[src/hw/trap_pkg.sv]
// ################################################
// shared types and constants for the machine-mode trap unit
// csr addresses, mcause codes, request and write structs
// import into module bodies, use scoped names in port lists
// ################################################

package trap_pkg;

    // datapath and csr address widths
    localparam int XLEN       = 32;
    localparam int CSR_ADDR_W = 12;

    // standard machine csr addresses
    localparam logic [CSR_ADDR_W-1:0] CSR_MSTATUS = 12'h300;
    localparam logic [CSR_ADDR_W-1:0] CSR_MTVEC   = 12'h305;
    localparam logic [CSR_ADDR_W-1:0] CSR_MEPC    = 12'h341;
    localparam logic [CSR_ADDR_W-1:0] CSR_MCAUSE  = 12'h342;

    // synchronous exception codes
    localparam logic [XLEN-1:0] CAUSE_ECALL = 32'd11;  // ecall from m-mode
    localparam logic [XLEN-1:0] CAUSE_BREAK = 32'd3;   // breakpoint

    // execute stage report, one cycle strobes
    typedef struct packed {
        logic            ecall;
        logic            ebreak;
        logic            mret;
        logic [XLEN-1:0] pc;         // address of the trapping insn
        logic            jump_flag;  // jump pending in ex
        logic [XLEN-1:0] jump_addr;
    } trap_req_t;

    // one csr write, used by both write ports
    typedef struct packed {
        logic                  we;
        logic [CSR_ADDR_W-1:0] addr;
        logic [XLEN-1:0]       data;
    } csr_wr_t;

    // live csr values the sequencer reads
    typedef struct packed {
        logic [XLEN-1:0] mtvec;
        logic [XLEN-1:0] mepc;
        logic [XLEN-1:0] mstatus;
    } csr_view_t;

    // mstatus layout, only mie and mpie implemented
    typedef struct packed {
        logic [23:0] rsv_hi;
        logic        mpie;     // bit 7
        logic [2:0]  rsv_mid;
        logic        mie;      // bit 3
        logic [2:0]  rsv_lo;
    } mstatus_t;

    // one csr word, raw for mepc/mtvec/mcause or as mstatus fields
    typedef union packed {
        logic [XLEN-1:0] raw;
        mstatus_t        ms;
    } csr_word_u;

endpackage

[src/hw/csr_file.sv]
// ################################################
// machine csrs mtvec, mepc, mcause and mstatus
// software read/write port plus a trap write port that wins
// reads are combinational, unknown addresses read zero
// ################################################

`timescale 1ns/100ps

module csr_file #(
    parameter logic [trap_pkg::XLEN-1:0] MTVEC_RESET = 32'h0000_0100
) (
    input  logic                            clk,
    input  logic                            arst_n_i,
    input  trap_pkg::csr_wr_t               trap_wr_i,  // from sequencer
    input  trap_pkg::csr_wr_t               sw_wr_i,    // csr instructions
    input  logic [trap_pkg::CSR_ADDR_W-1:0] raddr_i,
    output logic [trap_pkg::XLEN-1:0]       rdata_o,
    output trap_pkg::csr_view_t             view_o      // live values to sequencer
);
    import trap_pkg::*;

    csr_wr_t         wr;        // winning write
    csr_word_u       wdata_u;
    csr_word_u       ms_wdata;  // mstatus write with reserved bits cleared
    logic [XLEN-1:0] mtvec_q;
    logic [XLEN-1:0] mepc_q;
    logic [XLEN-1:0] mcause_q;
    csr_word_u       mstatus_q;

    // trap port has priority, a colliding sw write is dropped
    assign wr = trap_wr_i.we ? trap_wr_i : sw_wr_i;

    assign wdata_u.raw = wr.data;

    // only mie and mpie implemented
    always_comb begin
        ms_wdata.raw     = '0;
        ms_wdata.ms.mie  = wdata_u.ms.mie;
        ms_wdata.ms.mpie = wdata_u.ms.mpie;
    end

    always_ff @(posedge clk or negedge arst_n_i) begin
        if (!arst_n_i) begin
            mtvec_q       <= MTVEC_RESET;
            mepc_q        <= '0;
            mcause_q      <= '0;
            mstatus_q.raw <= '0;
        end else if (wr.we) begin
            case (wr.addr)
                CSR_MTVEC:   mtvec_q   <= wdata_u.raw;
                CSR_MEPC:    mepc_q    <= wdata_u.raw;   // full 32 bits kept
                CSR_MCAUSE:  mcause_q  <= wdata_u.raw;
                CSR_MSTATUS: mstatus_q <= ms_wdata;
                default:     ;                           // unmapped, ignored
            endcase
        end
    end

    // read mux
    always_comb begin
        case (raddr_i)
            CSR_MTVEC:   rdata_o = mtvec_q;
            CSR_MEPC:    rdata_o = mepc_q;
            CSR_MCAUSE:  rdata_o = mcause_q;
            CSR_MSTATUS: rdata_o = mstatus_q.raw;
            default:     rdata_o = '0;
        endcase
    end

    assign view_o.mtvec   = mtvec_q;
    assign view_o.mepc    = mepc_q;
    assign view_o.mstatus = mstatus_q.raw;

endmodule

[src/hw/trap_ctrl.sv]
// ################################################
// trap sequencer for ecall, ebreak and mret
// stalls the pipe, writes mepc/mstatus/mcause in turn, then
// redirects fetch to mtvec, or to mepc on mret
// ################################################

`timescale 1ns/100ps

module trap_ctrl (
    input  logic                      clk,
    input  logic                      arst_n_i,
    input  trap_pkg::trap_req_t       trap_req_i,       // from ex
    input  logic                      div_busy_i,       // divider in flight
    input  trap_pkg::csr_view_t       csr_view_i,       // from csr file
    output logic                      hold_o,           // pipeline stall
    output trap_pkg::csr_wr_t         trap_wr_o,        // to csr file
    output logic                      redirect_o,       // fetch redirect strobe
    output logic [trap_pkg::XLEN-1:0] redirect_addr_o
);
    import trap_pkg::*;

    // one-hot sequencer states
    typedef enum logic [4:0] {
        S_IDLE    = 5'b00001,
        S_MEPC    = 5'b00010,
        S_MSTATUS = 5'b00100,
        S_MCAUSE  = 5'b01000,
        S_MRET    = 5'b10000
    } state_e;

    state_e          state_q;
    state_e          state_d;
    logic            idle;
    logic            take_trap;        // ecall/ebreak accepted this cycle
    logic            take_mret;
    logic [XLEN-1:0] ret_addr;         // value destined for mepc
    logic [XLEN-1:0] cause_q;
    csr_word_u       ms_cur;           // mstatus as it stands
    csr_word_u       ms_new;           // edited copy
    csr_wr_t         wr_d;
    logic            redirect_d;
    logic [XLEN-1:0] redirect_addr_d;

    // registered write port
    logic                  wr_we_q;
    logic [CSR_ADDR_W-1:0] wr_addr_q;
    logic [XLEN-1:0]       wr_data_q;

    assign idle = (state_q == S_IDLE);

    // sync traps wait for the divider, the pipe retries on its own
    assign take_trap = idle & (trap_req_i.ecall | trap_req_i.ebreak) & ~div_busy_i;
    // mret never blocked by the divider, a trap wins a tie
    assign take_mret = idle & trap_req_i.mret & ~take_trap;

    // stall from the request cycle until back in idle
    assign hold_o = ~idle | take_trap | take_mret;

    // pending jump means the trapping insn is the one before the target
    assign ret_addr = trap_req_i.jump_flag ? (trap_req_i.jump_addr - 32'd4)
                                           : trap_req_i.pc;

    assign ms_cur.raw = csr_view_i.mstatus;

    // next state
    always_comb begin
        state_d = state_q;
        case (state_q)
            S_IDLE: begin
                if (take_trap) begin
                    state_d = S_MEPC;
                end else if (take_mret) begin
                    state_d = S_MRET;
                end
            end
            S_MEPC:    state_d = S_MSTATUS;
            S_MSTATUS: state_d = S_MCAUSE;
            S_MCAUSE:  state_d = S_IDLE;    // trap done
            S_MRET:    state_d = S_IDLE;
            default:   state_d = S_IDLE;    // illegal encoding, recover
        endcase
    end

    // csr write and redirect for the state being entered
    // registered, so each lands during that state and commits at its end
    always_comb begin
        ms_new          = ms_cur;
        wr_d.we         = 1'b1;
        wr_d.addr       = '0;
        wr_d.data       = '0;
        redirect_d      = 1'b0;
        redirect_addr_d = csr_view_i.mtvec;
        case (state_d)
            S_MEPC: begin
                wr_d.addr = CSR_MEPC;
                wr_d.data = ret_addr;              // straight from the request
            end
            S_MSTATUS: begin
                ms_new.ms.mpie = ms_cur.ms.mie;    // stack mie
                ms_new.ms.mie  = 1'b0;             // handler runs masked
                wr_d.addr      = CSR_MSTATUS;
                wr_d.data      = ms_new.raw;
            end
            S_MCAUSE: begin
                wr_d.addr  = CSR_MCAUSE;
                wr_d.data  = cause_q;
                redirect_d = 1'b1;                 // jump to handler
            end
            S_MRET: begin
                ms_new.ms.mie   = ms_cur.ms.mpie;  // unstack
                ms_new.ms.mpie  = 1'b1;
                wr_d.addr       = CSR_MSTATUS;
                wr_d.data       = ms_new.raw;
                redirect_d      = 1'b1;
                redirect_addr_d = csr_view_i.mepc; // back to trapped insn
            end
            default: begin
                wr_d.we = 1'b0;                    // idle, no write
            end
        endcase
    end

    // control state
    always_ff @(posedge clk or negedge arst_n_i) begin
        if (!arst_n_i) begin
            state_q    <= S_IDLE;
            wr_we_q    <= 1'b0;
            redirect_o <= 1'b0;
        end else begin
            state_q    <= state_d;
            wr_we_q    <= wr_d.we;
            redirect_o <= redirect_d;
        end
    end

    // payload
    always_ff @(posedge clk) begin
        wr_addr_q <= wr_d.addr;
        wr_data_q <= wr_d.data;
        if (take_trap) begin
            // ecall beats ebreak
            cause_q <= trap_req_i.ecall ? CAUSE_ECALL : CAUSE_BREAK;
        end
        if (redirect_d) begin
            redirect_addr_o <= redirect_addr_d;
        end
    end

    assign trap_wr_o.we   = wr_we_q;
    assign trap_wr_o.addr = wr_addr_q;
    assign trap_wr_o.data = wr_data_q;

endmodule

[src/hw/trap_unit_top.sv]
// ################################################
// trap unit top, sequencer plus machine csr file
// MTVEC_RESET sets the handler address after reset
// ################################################

`timescale 1ns/100ps

module trap_unit_top #(
    parameter logic [trap_pkg::XLEN-1:0] MTVEC_RESET = 32'h0000_0100
) (
    input  logic                            clk,
    input  logic                            arst_n_i,
    input  trap_pkg::trap_req_t             trap_req_i,
    input  logic                            div_busy_i,
    input  trap_pkg::csr_wr_t               sw_wr_i,
    input  logic [trap_pkg::CSR_ADDR_W-1:0] csr_raddr_i,
    output logic [trap_pkg::XLEN-1:0]       csr_rdata_o,
    output logic                            hold_o,
    output logic                            redirect_o,
    output logic [trap_pkg::XLEN-1:0]       redirect_addr_o
);
    import trap_pkg::*;

    csr_wr_t   trap_wr;   // sequencer to csr file
    csr_view_t csr_view;  // csr file back to sequencer

    trap_ctrl u_trap_ctrl (
        .clk             (clk),
        .arst_n_i        (arst_n_i),
        .trap_req_i      (trap_req_i),
        .div_busy_i      (div_busy_i),
        .csr_view_i      (csr_view),
        .hold_o          (hold_o),
        .trap_wr_o       (trap_wr),
        .redirect_o      (redirect_o),
        .redirect_addr_o (redirect_addr_o)
    );

    csr_file #(
        .MTVEC_RESET (MTVEC_RESET)
    ) u_csr_file (
        .clk       (clk),
        .arst_n_i  (arst_n_i),
        .trap_wr_i (trap_wr),
        .sw_wr_i   (sw_wr_i),
        .raddr_i   (csr_raddr_i),
        .rdata_o   (csr_rdata_o),
        .view_o    (csr_view)
    );

endmodule

[config.mk]
export PLATFORM = sky130hd
export DESIGN_NAME = trap_unit_top
export DESIGN_NICKNAME = d
export VERILOG_FILES = /design/src/hw/trap_pkg.sv /design/src/hw/csr_file.sv /design/src/hw/trap_ctrl.sv /design/src/hw/trap_unit_top.sv
export SDC_FILE = /design/constraint.sdc
export NUM_CORES = 1
export LEC_CHECK = 0
export ABC_AREA = 1
export BUFFER_PORTS_ARGS = -buffer_cell sky130_fd_sc_hd__buf_2
export CAP_MARGIN = 20
export CORE_MARGIN = 1.5
export CORE_UTILIZATION = 50
export DETAILED_ROUTE_END_ITERATION = 8
export PLACE_DENSITY = 0.77
export SYNTH_ARGS = -nofsm -noshare
export SYNTH_HDL_FRONTEND = slang
export SYNTH_SLANG_ARGS = --single-unit
[constraint.sdc]
create_clock -name clk -period 2.5 [get_ports clk]
set_input_delay 0.25 -clock clk [delete_from_list [all_inputs] [get_ports clk]]
set_output_delay 0.25 -clock clk [all_outputs]
set_load 0.01 [all_outputs]
# ---- Word-level counts from Yosys, hierarchy flattened
# Cells that the tools add are included.
# Widths: inputs -> output; s select.
dict set report totals {
  regBits 211
  inputBits 128
  elab_cells 54
}
dict set report op_classes {
  muxes 11
  n_eq_ne 15
  bitwise_logic 10
  add_sub_neg 1
  n_reduce_logical 6
}
# operator count
set ops {}
lappend ops {{$pmux 42 s4} 1}
lappend ops {{$pmux 32 s4} 1}
lappend ops {{$eq 12x10->1 const B} 8}
lappend ops {{$mux 32} 2}
lappend ops {{$mux 45} 1}
lappend ops {{$sub 32x3->32 const B} 1}
lappend ops {{$pmux 5 s3} 1}
lappend ops {{$eq 5x2->1 const B} 2}
lappend ops {{$eq 5x3->1 const B} 2}
lappend ops {{$mux 5} 2}
lappend ops {{$reduce_and 2->1} 4}
lappend ops {{$eq 5x1->1 const B} 1}
lappend ops {{$eq 5x4->1 const B} 1}
lappend ops {{$eq 5x5->1 const B} 1}
lappend ops {{$and 1x1->1} 4}
lappend ops {{$mux 4} 1}
lappend ops {{$reduce_or 4->1} 1}
lappend ops {{$not 1->1} 3}
lappend ops {{$or 1x1->1} 3}
lappend ops {{$mux 1} 2}
lappend ops {{$reduce_or 2->1} 1}

# ---- Depth between registers and ports, before layout
dict set report depth {
  depth_word 11
  mapped_depth 10
  mapped_depth_nobuf 9
}

# ---- Hierarchy
# Synthesis repeated with hierarchy kept, for this count alone.
dict set report hier_totals {
  cells_unflattened 1375
  hier_area_um2 9705.6
}
# mod seq_area_each_um2 area_each_um2 cells_per_inst n_inst
set modules_own_cells {}
lappend modules_own_cells {csr_file 2453.6 5609.1 788 1}
lappend modules_own_cells {trap_ctrl 1888.1 4096.4 587 1}

# ---- Least setup slack after synthesis
# Ideal clock, no wire load.
dict set report synth_path {
  kind {register to register}
  start {reg u_trap_ctrl.state_q[0]}
  end {reg u_trap_ctrl.redirect_addr_o[0] (netlist name), enable pin}
  arrival_time_ns 1.950
  synth_period_minus_slack_ns 2.340
  required_ns 2.110
  path_slack_ns 0.160
  path_stages_with_launch 6
  n_path_buf 1
  cell_sequence {dfstp_2 -> nand4_2 -> nor3_4 -> inv_2 -> clkbuf_1 -> nand2_1}
}
dict set report synth_between {
  elab_chain_len 11
  elab_cells_between_ends 15
  classes_between {eq/ne: 5; mux: 4; bitwise: 5; reduce/logical: 1}
}
# element line
set synth_rtl {}
lappend synth_rtl {{start, declared} trap_ctrl.sv:31} ;# state_e state_q;
lappend synth_rtl {{start signal, assigned} trap_ctrl.sv:130} ;# state_q <= state_d;
lappend synth_rtl {{$eq 5x1->1} {trap_ctrl.sv:49, trap_ctrl.sv:68}}
lappend synth_rtl {{$and 1x1->1 (2 in a row)} trap_ctrl.sv:52} ;# assign take_trap = idle & (trap_req_i.ecall | trap_req_i.ebreak) & ~div_busy_i;
lappend synth_rtl {{$not 1->1} trap_ctrl.sv:54} ;# assign take_mret = idle & trap_req_i.mret & ~take_trap;
lappend synth_rtl {{$and 1x1->1} trap_ctrl.sv:54}
lappend synth_rtl {{$mux 5} trap_ctrl.sv:72} ;# end else if (take_mret) begin
lappend synth_rtl {{$mux 5} trap_ctrl.sv:70} ;# if (take_trap) begin
lappend synth_rtl {{$pmux 5 s3 (*)} trap_ctrl.sv:68} ;# case (state_q)
lappend synth_rtl {{via u_trap_ctrl.state_d[4]} trap_ctrl.sv:32} ;# state_e state_d;
lappend synth_rtl {{$eq 5x4->1 / $eq 5x5->1 (equally long branches)} trap_ctrl.sv:93} ;# case (state_d)
lappend synth_rtl {{$reduce_or 2->1 (no line) (*)} n/a}
lappend synth_rtl {{$mux 1 (*)} trap_ctrl.sv:93}
lappend synth_rtl {{via u_trap_ctrl.redirect_d} trap_ctrl.sv:41} ;# logic redirect_d;
lappend synth_rtl {{end signal, assigned} trap_ctrl.sv:145} ;# redirect_addr_o <= redirect_addr_d;
lappend synth_rtl {{end, declared} trap_ctrl.sv:18} ;# output logic [trap_pkg::XLEN-1:0] redirect_addr_o
# The timed path passes the listed nets; every way through them passes the cells marked *.
# A chain may end at the register's enable or synchronous reset.

# ---- Worst setup path in the final report
dict set report layout_path {
  start {reg u_trap_ctrl.state_q[3]}
  end {reg u_trap_ctrl.redirect_addr_o[31] (netlist name) (data pin)}
}
dict set report layout_between {
  elab_chain_len 10
  elab_cells_between_ends 13
  classes_between {eq/ne: 4; mux: 4; bitwise: 5}
}
# element line
set layout_rtl {}
lappend layout_rtl {{$eq 5x1->1} {trap_ctrl.sv:49, trap_ctrl.sv:68}}
lappend layout_rtl {{$and 1x1->1 (2 in a row)} trap_ctrl.sv:52}
lappend layout_rtl {{$not 1->1} trap_ctrl.sv:54}
lappend layout_rtl {{$and 1x1->1} trap_ctrl.sv:54}
lappend layout_rtl {{$mux 5} trap_ctrl.sv:72}
lappend layout_rtl {{$mux 5} trap_ctrl.sv:70}
lappend layout_rtl {{$pmux 5 s3 (*)} trap_ctrl.sv:68}
lappend layout_rtl {{via u_trap_ctrl.state_d[4]} trap_ctrl.sv:32}
lappend layout_rtl {{$eq 5x5->1 (*)} trap_ctrl.sv:93}
lappend layout_rtl {{$mux 32 (*)} trap_ctrl.sv:93}
lappend layout_rtl {{via u_trap_ctrl.redirect_addr_d[31]} trap_ctrl.sv:42} ;# logic [XLEN-1:0] redirect_addr_d;
# Marked as above.

==> impl_metrics.prom <==
# TYPE chip_impl_metric gauge
chip_impl_info{name="timing_worst_setup_path_type",value="flip-flop to flip-flop"} 1
chip_impl_metric{name="io_buffers",unit=""} 193
chip_impl_metric{name="timing.critical_path.fanout_max",unit=""} 63
chip_impl_info{name="timing.hold.worst.class",value="input port to flip-flop"} 1
chip_impl_metric{name="worst-endpoint-arrival",unit="ns"} 2.28
chip_impl_info{name="post-synth-top-count-cell",value="sky130_fd_sc_hd__nand2_1"} 1
chip_impl_metric{name="ys_seq_area_frac",unit=""} 0.485
chip_impl_metric{name="number_of_synthesized_flops_with_an_enable_pin",unit=""} 33
chip_impl_metric{name="syn2layout_area_growth",unit="%"} 19.9
chip_impl_info{name="rsz0062_at_grt",value="no"} 1
chip_impl_metric{name="route.antenna.remaining_nets",unit=""} 0
chip_impl_metric{name="pwr-share-comb",unit=""} 0.269
chip_impl_metric{name="numCtsBuffers",unit=""} 17
chip_impl_metric{name="avgViaCountPerCell",unit=""} 5.27
chip_impl_info{name="post_synth_most_frequent_cells",value="sky130_fd_sc_hd__nand2_1, sky130_fd_sc_hd__inv_1, sky130_fd_sc_hd__nor2_1"} 1
chip_impl_info{name="outcome",value="complete, no violations"} 1
chip_impl_metric{name="ir_drop",unit="mV"} 0.526
chip_impl_metric{name="cts_htree_levels",unit=""} 4
chip_impl_metric{name="p_seq_frac",unit=""} 0.457
chip_impl_metric{name="swShare",unit=""} 0.355
chip_impl_metric{name="post_cts_buffers",unit=""} 0
chip_impl_metric{name="max-slew-margin-rel",unit=""} 0.536
chip_impl_info{name="worst_path_max_delay_cell",value="sky130_fd_sc_hd__o21ai_0"} 1
chip_impl_metric{name="maxClockFrequency",unit="MHz"} 477
chip_impl_metric{name="number_of_antenna_violations_at_the_first_check_in_global_routing",unit=""} 5
chip_impl_metric{name="cell_internal_pwr",unit="mW"} 6.01
chip_impl_metric{name="place_area",unit="mm²"} 0.0101
chip_impl_metric{name="final_core_util",unit=""} 0.616
chip_impl_metric{name="syn_inst",unit=""} 1227
chip_impl_info{name="most_used_flip_flop_cell_after_synthesis",value="sky130_fd_sc_hd__dfrtp_1"} 1
chip_impl_metric{name="clk_pin_slew_worst_paths",unit="ns"} 0.07
chip_impl_metric{name="postCtsHoldBufs",unit=""} 1
chip_impl_metric{name="post_cts_resized",unit=""} 0
chip_impl_metric{name="synth_area_per_cell",unit="µm²"} 7.29
chip_impl_metric{name="pwr-share-clk",unit=""} 0.274
chip_impl_metric{name="synthDominantCellAreaShare",unit=""} 0.288
chip_impl_metric{name="netlist_area_before_placement",unit="mm²"} 0.00895
chip_impl_metric{name="clk_latency",unit="ns"} 0.43
chip_impl_metric{name="initial_utilization",unit=""} 0.514
chip_impl_metric{name="ys_warn_count",unit=""} 0
chip_impl_metric{name="worst_case_clock_buffer_depth",unit=""} 2
chip_impl_info{name="start_kind",value="flip-flop"} 1
chip_impl_metric{name="worst_setup_slack_after_layout",unit="ns"} 0.404
chip_impl_metric{name="global_route.usage.total",unit=""} 0.287
chip_impl_metric{name="die_w",unit="µm"} 137
chip_impl_metric{name="leakage",unit="nW"} 5.64
chip_impl_metric{name="design_power_total",unit="mW"} 9.31
chip_impl_metric{name="max-cap-violations",unit=""} 0
chip_impl_metric{name="core_area",unit="mm²"} 0.0174
chip_impl_metric{name="finalHoldViolations",unit=""} 0
chip_impl_info{name="clock-root-buffer",value="sky130_fd_sc_hd__clkbuf_16"} 1
chip_impl_metric{name="place_worst_setup_slack",unit="ns"} 0.484
chip_impl_metric{name="drtIter0Drc",unit=""} 641
chip_impl_metric{name="floorplan.die.height",unit="µm"} 137
chip_impl_info{name="timing.critical_path.max_delay_family",value="simple AND/OR/NAND/NOR gates"} 1
chip_impl_metric{name="drc_errors",unit=""} 0
chip_impl_metric{name="grt_remaining_overflow",unit=""} 0
chip_impl_metric{name="floorplan.io_pins",unit=""} 194
chip_impl_metric{name="synthesized_nets",unit=""} 1356
chip_impl_metric{name="switchingPower",unit="mW"} 3.31
chip_impl_metric{name="cts_num_sinks",unit=""} 174
chip_impl_metric{name="drive_gt1_frac",unit=""} 0.189
chip_impl_info{name="cts_tree",value="done"} 1
chip_impl_metric{name="dr.pass1.iters",unit=""} 5
chip_impl_metric{name="synth_cell_type_count",unit=""} 37
chip_impl_metric{name="core.rowCount",unit=""} 48
chip_impl_info{name="setup.worst_path.end_class",value="flip-flop"} 1
chip_impl_metric{name="timing.clock.skew",unit="ns"} 0.0105
chip_impl_metric{name="die_area",unit="mm²"} 0.0187
chip_impl_metric{name="wl_per_cell",unit="µm"} 15.7
chip_impl_metric{name="synth_seq_cells",unit=""} 174
chip_impl_metric{name="final-max-slew-violation-count",unit=""} 0
chip_impl_metric{name="wl",unit="mm"} 25.7
chip_impl_info{name="crit_path_cell_trace",value="nor2_1 -> nand4_2 -> nor3_4 -> inv_2 -> buf_4 -> o21ai_0"} 1
chip_impl_metric{name="num-nets-final",unit=""} 1529
chip_impl_metric{name="cp.buffers_inverters",unit=""} 2
chip_impl_metric{name="power_density",unit="mW/mm²"} 868
chip_impl_info{name="synthTopCellsByArea",value="sky130_fd_sc_hd__dfrtp_1, sky130_fd_sc_hd__nand2_1, sky130_fd_sc_hd__edfxtp_1"} 1
chip_impl_metric{name="synthArstFlopShare",unit=""} 0.603
chip_impl_metric{name="finish.instance_area",unit="mm²"} 0.0107
chip_impl_metric{name="first_global_vias",unit=""} 8198
chip_impl_metric{name="hpwlAfterDp",unit="mm"} 18.2
chip_impl_metric{name="cp_data_required_time",unit="ns"} 2.68
chip_impl_metric{name="via_count",unit=""} 8637
chip_impl_metric{name="gp_congestion",unit=""} 0.980
chip_impl_metric{name="grt_first_pass_wirelength",unit="mm"} 41.3
chip_impl_metric{name="worst_pin_slew",unit="ns"} 0.695
chip_impl_metric{name="final.min_clock_period",unit="ns"} 2.10
chip_impl_info{name="synth_area_leader_cell",value="sky130_fd_sc_hd__dfrtp_1"} 1
chip_impl_metric{name="grt_max_degree",unit=""} 68
chip_impl_metric{name="crit_path_max_incr_delay",unit="ns"} 0.46
chip_impl_metric{name="layout_worst_path_cycle_share",unit=""} 0.838
chip_impl_metric{name="setup_violations_final",unit=""} 0
chip_impl_metric{name="final.setup.tns",unit="ns"} 0
[path summary, 6_finish.rpt]
path                                        startpoint                         endpoint  slack [ns]  cells past startpoint
worst max-delay path            u_trap_ctrl.state_q[3]  u_trap_ctrl.redirect_addr_o[31]        0.40                      6
worst min-delay path                    trap_req_i[67]           u_trap_ctrl.cause_q[3]        0.03                      1
worst max register to register  u_trap_ctrl.state_q[3]  u_trap_ctrl.redirect_addr_o[31]        0.40                      6
worst min register to register  u_csr_file.mcause_q[7]           u_csr_file.mcause_q[7]        0.47                      2
max in group asynchronous                     arst_n_i           u_trap_ctrl.state_q[0]        1.29                      3
min in group asynchronous                     arst_n_i           u_csr_file.mcause_q[8]        0.39                      2
[logic make-up (layout without fill, tap and decap cells)]
family	count (synthesis)	after routing	share of synthesized area
AOI/OAI and AO/OA	133	133	0.0861
xor gates and xnor gates	4	4	0.00392
other	0	2	0
DFF	174	174	0.485
and+or+nand+nor	718	718	0.334
adders and majority gates	1	1	0.00140
buffers and inverters	197	383	0.0889
[state kept, by name (all words and copies together), names as in the netlist]
| register | cells |
|---|---|
| u_csr_file.mstatus_q | 2 |
| u_csr_file.mtvec_q | 32 |
| u_trap_ctrl.wr_data_q | 32 |
| u_trap_ctrl.wr_we_q | 1 |
| u_trap_ctrl.wr_addr_q | 4 |
| u_trap_ctrl.state_q | 5 |
| u_trap_ctrl.cause_q | 1 |
| u_trap_ctrl.redirect_addr_o | 32 |
| u_csr_file.mcause_q | 32 |
| u_trap_ctrl.redirect_o | 1 |
| u_csr_file.mepc_q | 32 |
[area by class of cell]
| cell class | count | area, µm² |
|---|---|---|
| Multi-Input combinational cell | 856 | 3830 |
| Clock inverter | 12 | 100 |
| Clock buffer | 20 | 478 |
| Timing Repair Buffer | 216 | 1180 |
| Sequential cell | 174 | 4340 |
| Fill cell | 1632 | 6690 |
| Inverter | 135 | 509 |
| Tap cell | 225 | 282 |
| Antenna cell | 2 | 5.00 |
[per-layer routing]
layer / share of wire / vias up / routed length, µm / global-route usage
met4: 0.021 / 6 / 532 / 0.0982
met3: 0.090 / 54 / 2330 / 0.0626
met1: 0.43 / 3881 / 11000 / 0.382
li1: - / 4286 / - / -
met2: 0.46 / 410 / 11900 / 0.463
met5: 0.0014 / - / 35 / 0
[cell usage in the layout, fill, tap and decap left out, types with 3 or more instances in the layout]
cell	Yosys	layout
sky130_fd_sc_hd__or2_2	5	5
sky130_fd_sc_hd__o211ai_1	33	33
sky130_fd_sc_hd__nor2_2	1	5
sky130_fd_sc_hd__nand4_1	43	43
sky130_fd_sc_hd__clkinv_4	0	5
sky130_fd_sc_hd__nor3_1	4	4
sky130_fd_sc_hd__o21ai_0	52	52
sky130_fd_sc_hd__a31oi_1	4	4
sky130_fd_sc_hd__dfrtp_1	103	103
sky130_fd_sc_hd__inv_1	132	132
sky130_fd_sc_hd__nand2_1	434	434
sky130_fd_sc_hd__nor2_1	121	117
sky130_fd_sc_hd__clkbuf_16	0	18
sky130_fd_sc_hd__xor2_1	3	3
sky130_fd_sc_hd__buf_2	28	192
sky130_fd_sc_hd__dfxtp_1	36	36
sky130_fd_sc_hd__a21oi_1	6	6
sky130_fd_sc_hd__nand3_1	104	104
sky130_fd_sc_hd__o21ai_1	33	33
sky130_fd_sc_hd__inv_6	0	4
sky130_fd_sc_hd__buf_12	0	3
sky130_fd_sc_hd__edfxtp_1	33	33
sky130_fd_sc_hd__buf_4	5	20
[metrics by stage]
stage,std cells,hold slack [ns]
2_1_floorplan,1227,-0.0456
3_3_place_gp,1605,0.319
3_5_place_dp,1605,0.317
4_1_cts,1638,0.0198
5_1_grt,1638,0.0157
6_report,1640,0.0292
[power by group through the flow]
| stage | combinational, mW | clock, mW | sequential (mW) |
|---|---|---|---|
| detailed placement | 2.49 | 0 | 4.30 |
| floorplan | 1.63 | 0 | 4.24 |
| global route | 2.85 | 2.69 | 4.36 |
| finish | 2.51 | 2.55 | 4.26 |
| CTS | 2.50 | 2.57 | 4.25 |
| global placement | 2.40 | 0 | 4.26 |
[worst reg2reg max path, delay by kind of cell, from the launching register on]
| kind | cells | cell delay, ns |
|---|---|---|
| compound gates | 1 | 0.49 |
| buf+inv | 2 | 0.36 |
| flops | 1 | 0.40 |
| simple gates | 3 | 0.60 |
Power figures use the tool's default switching activity.
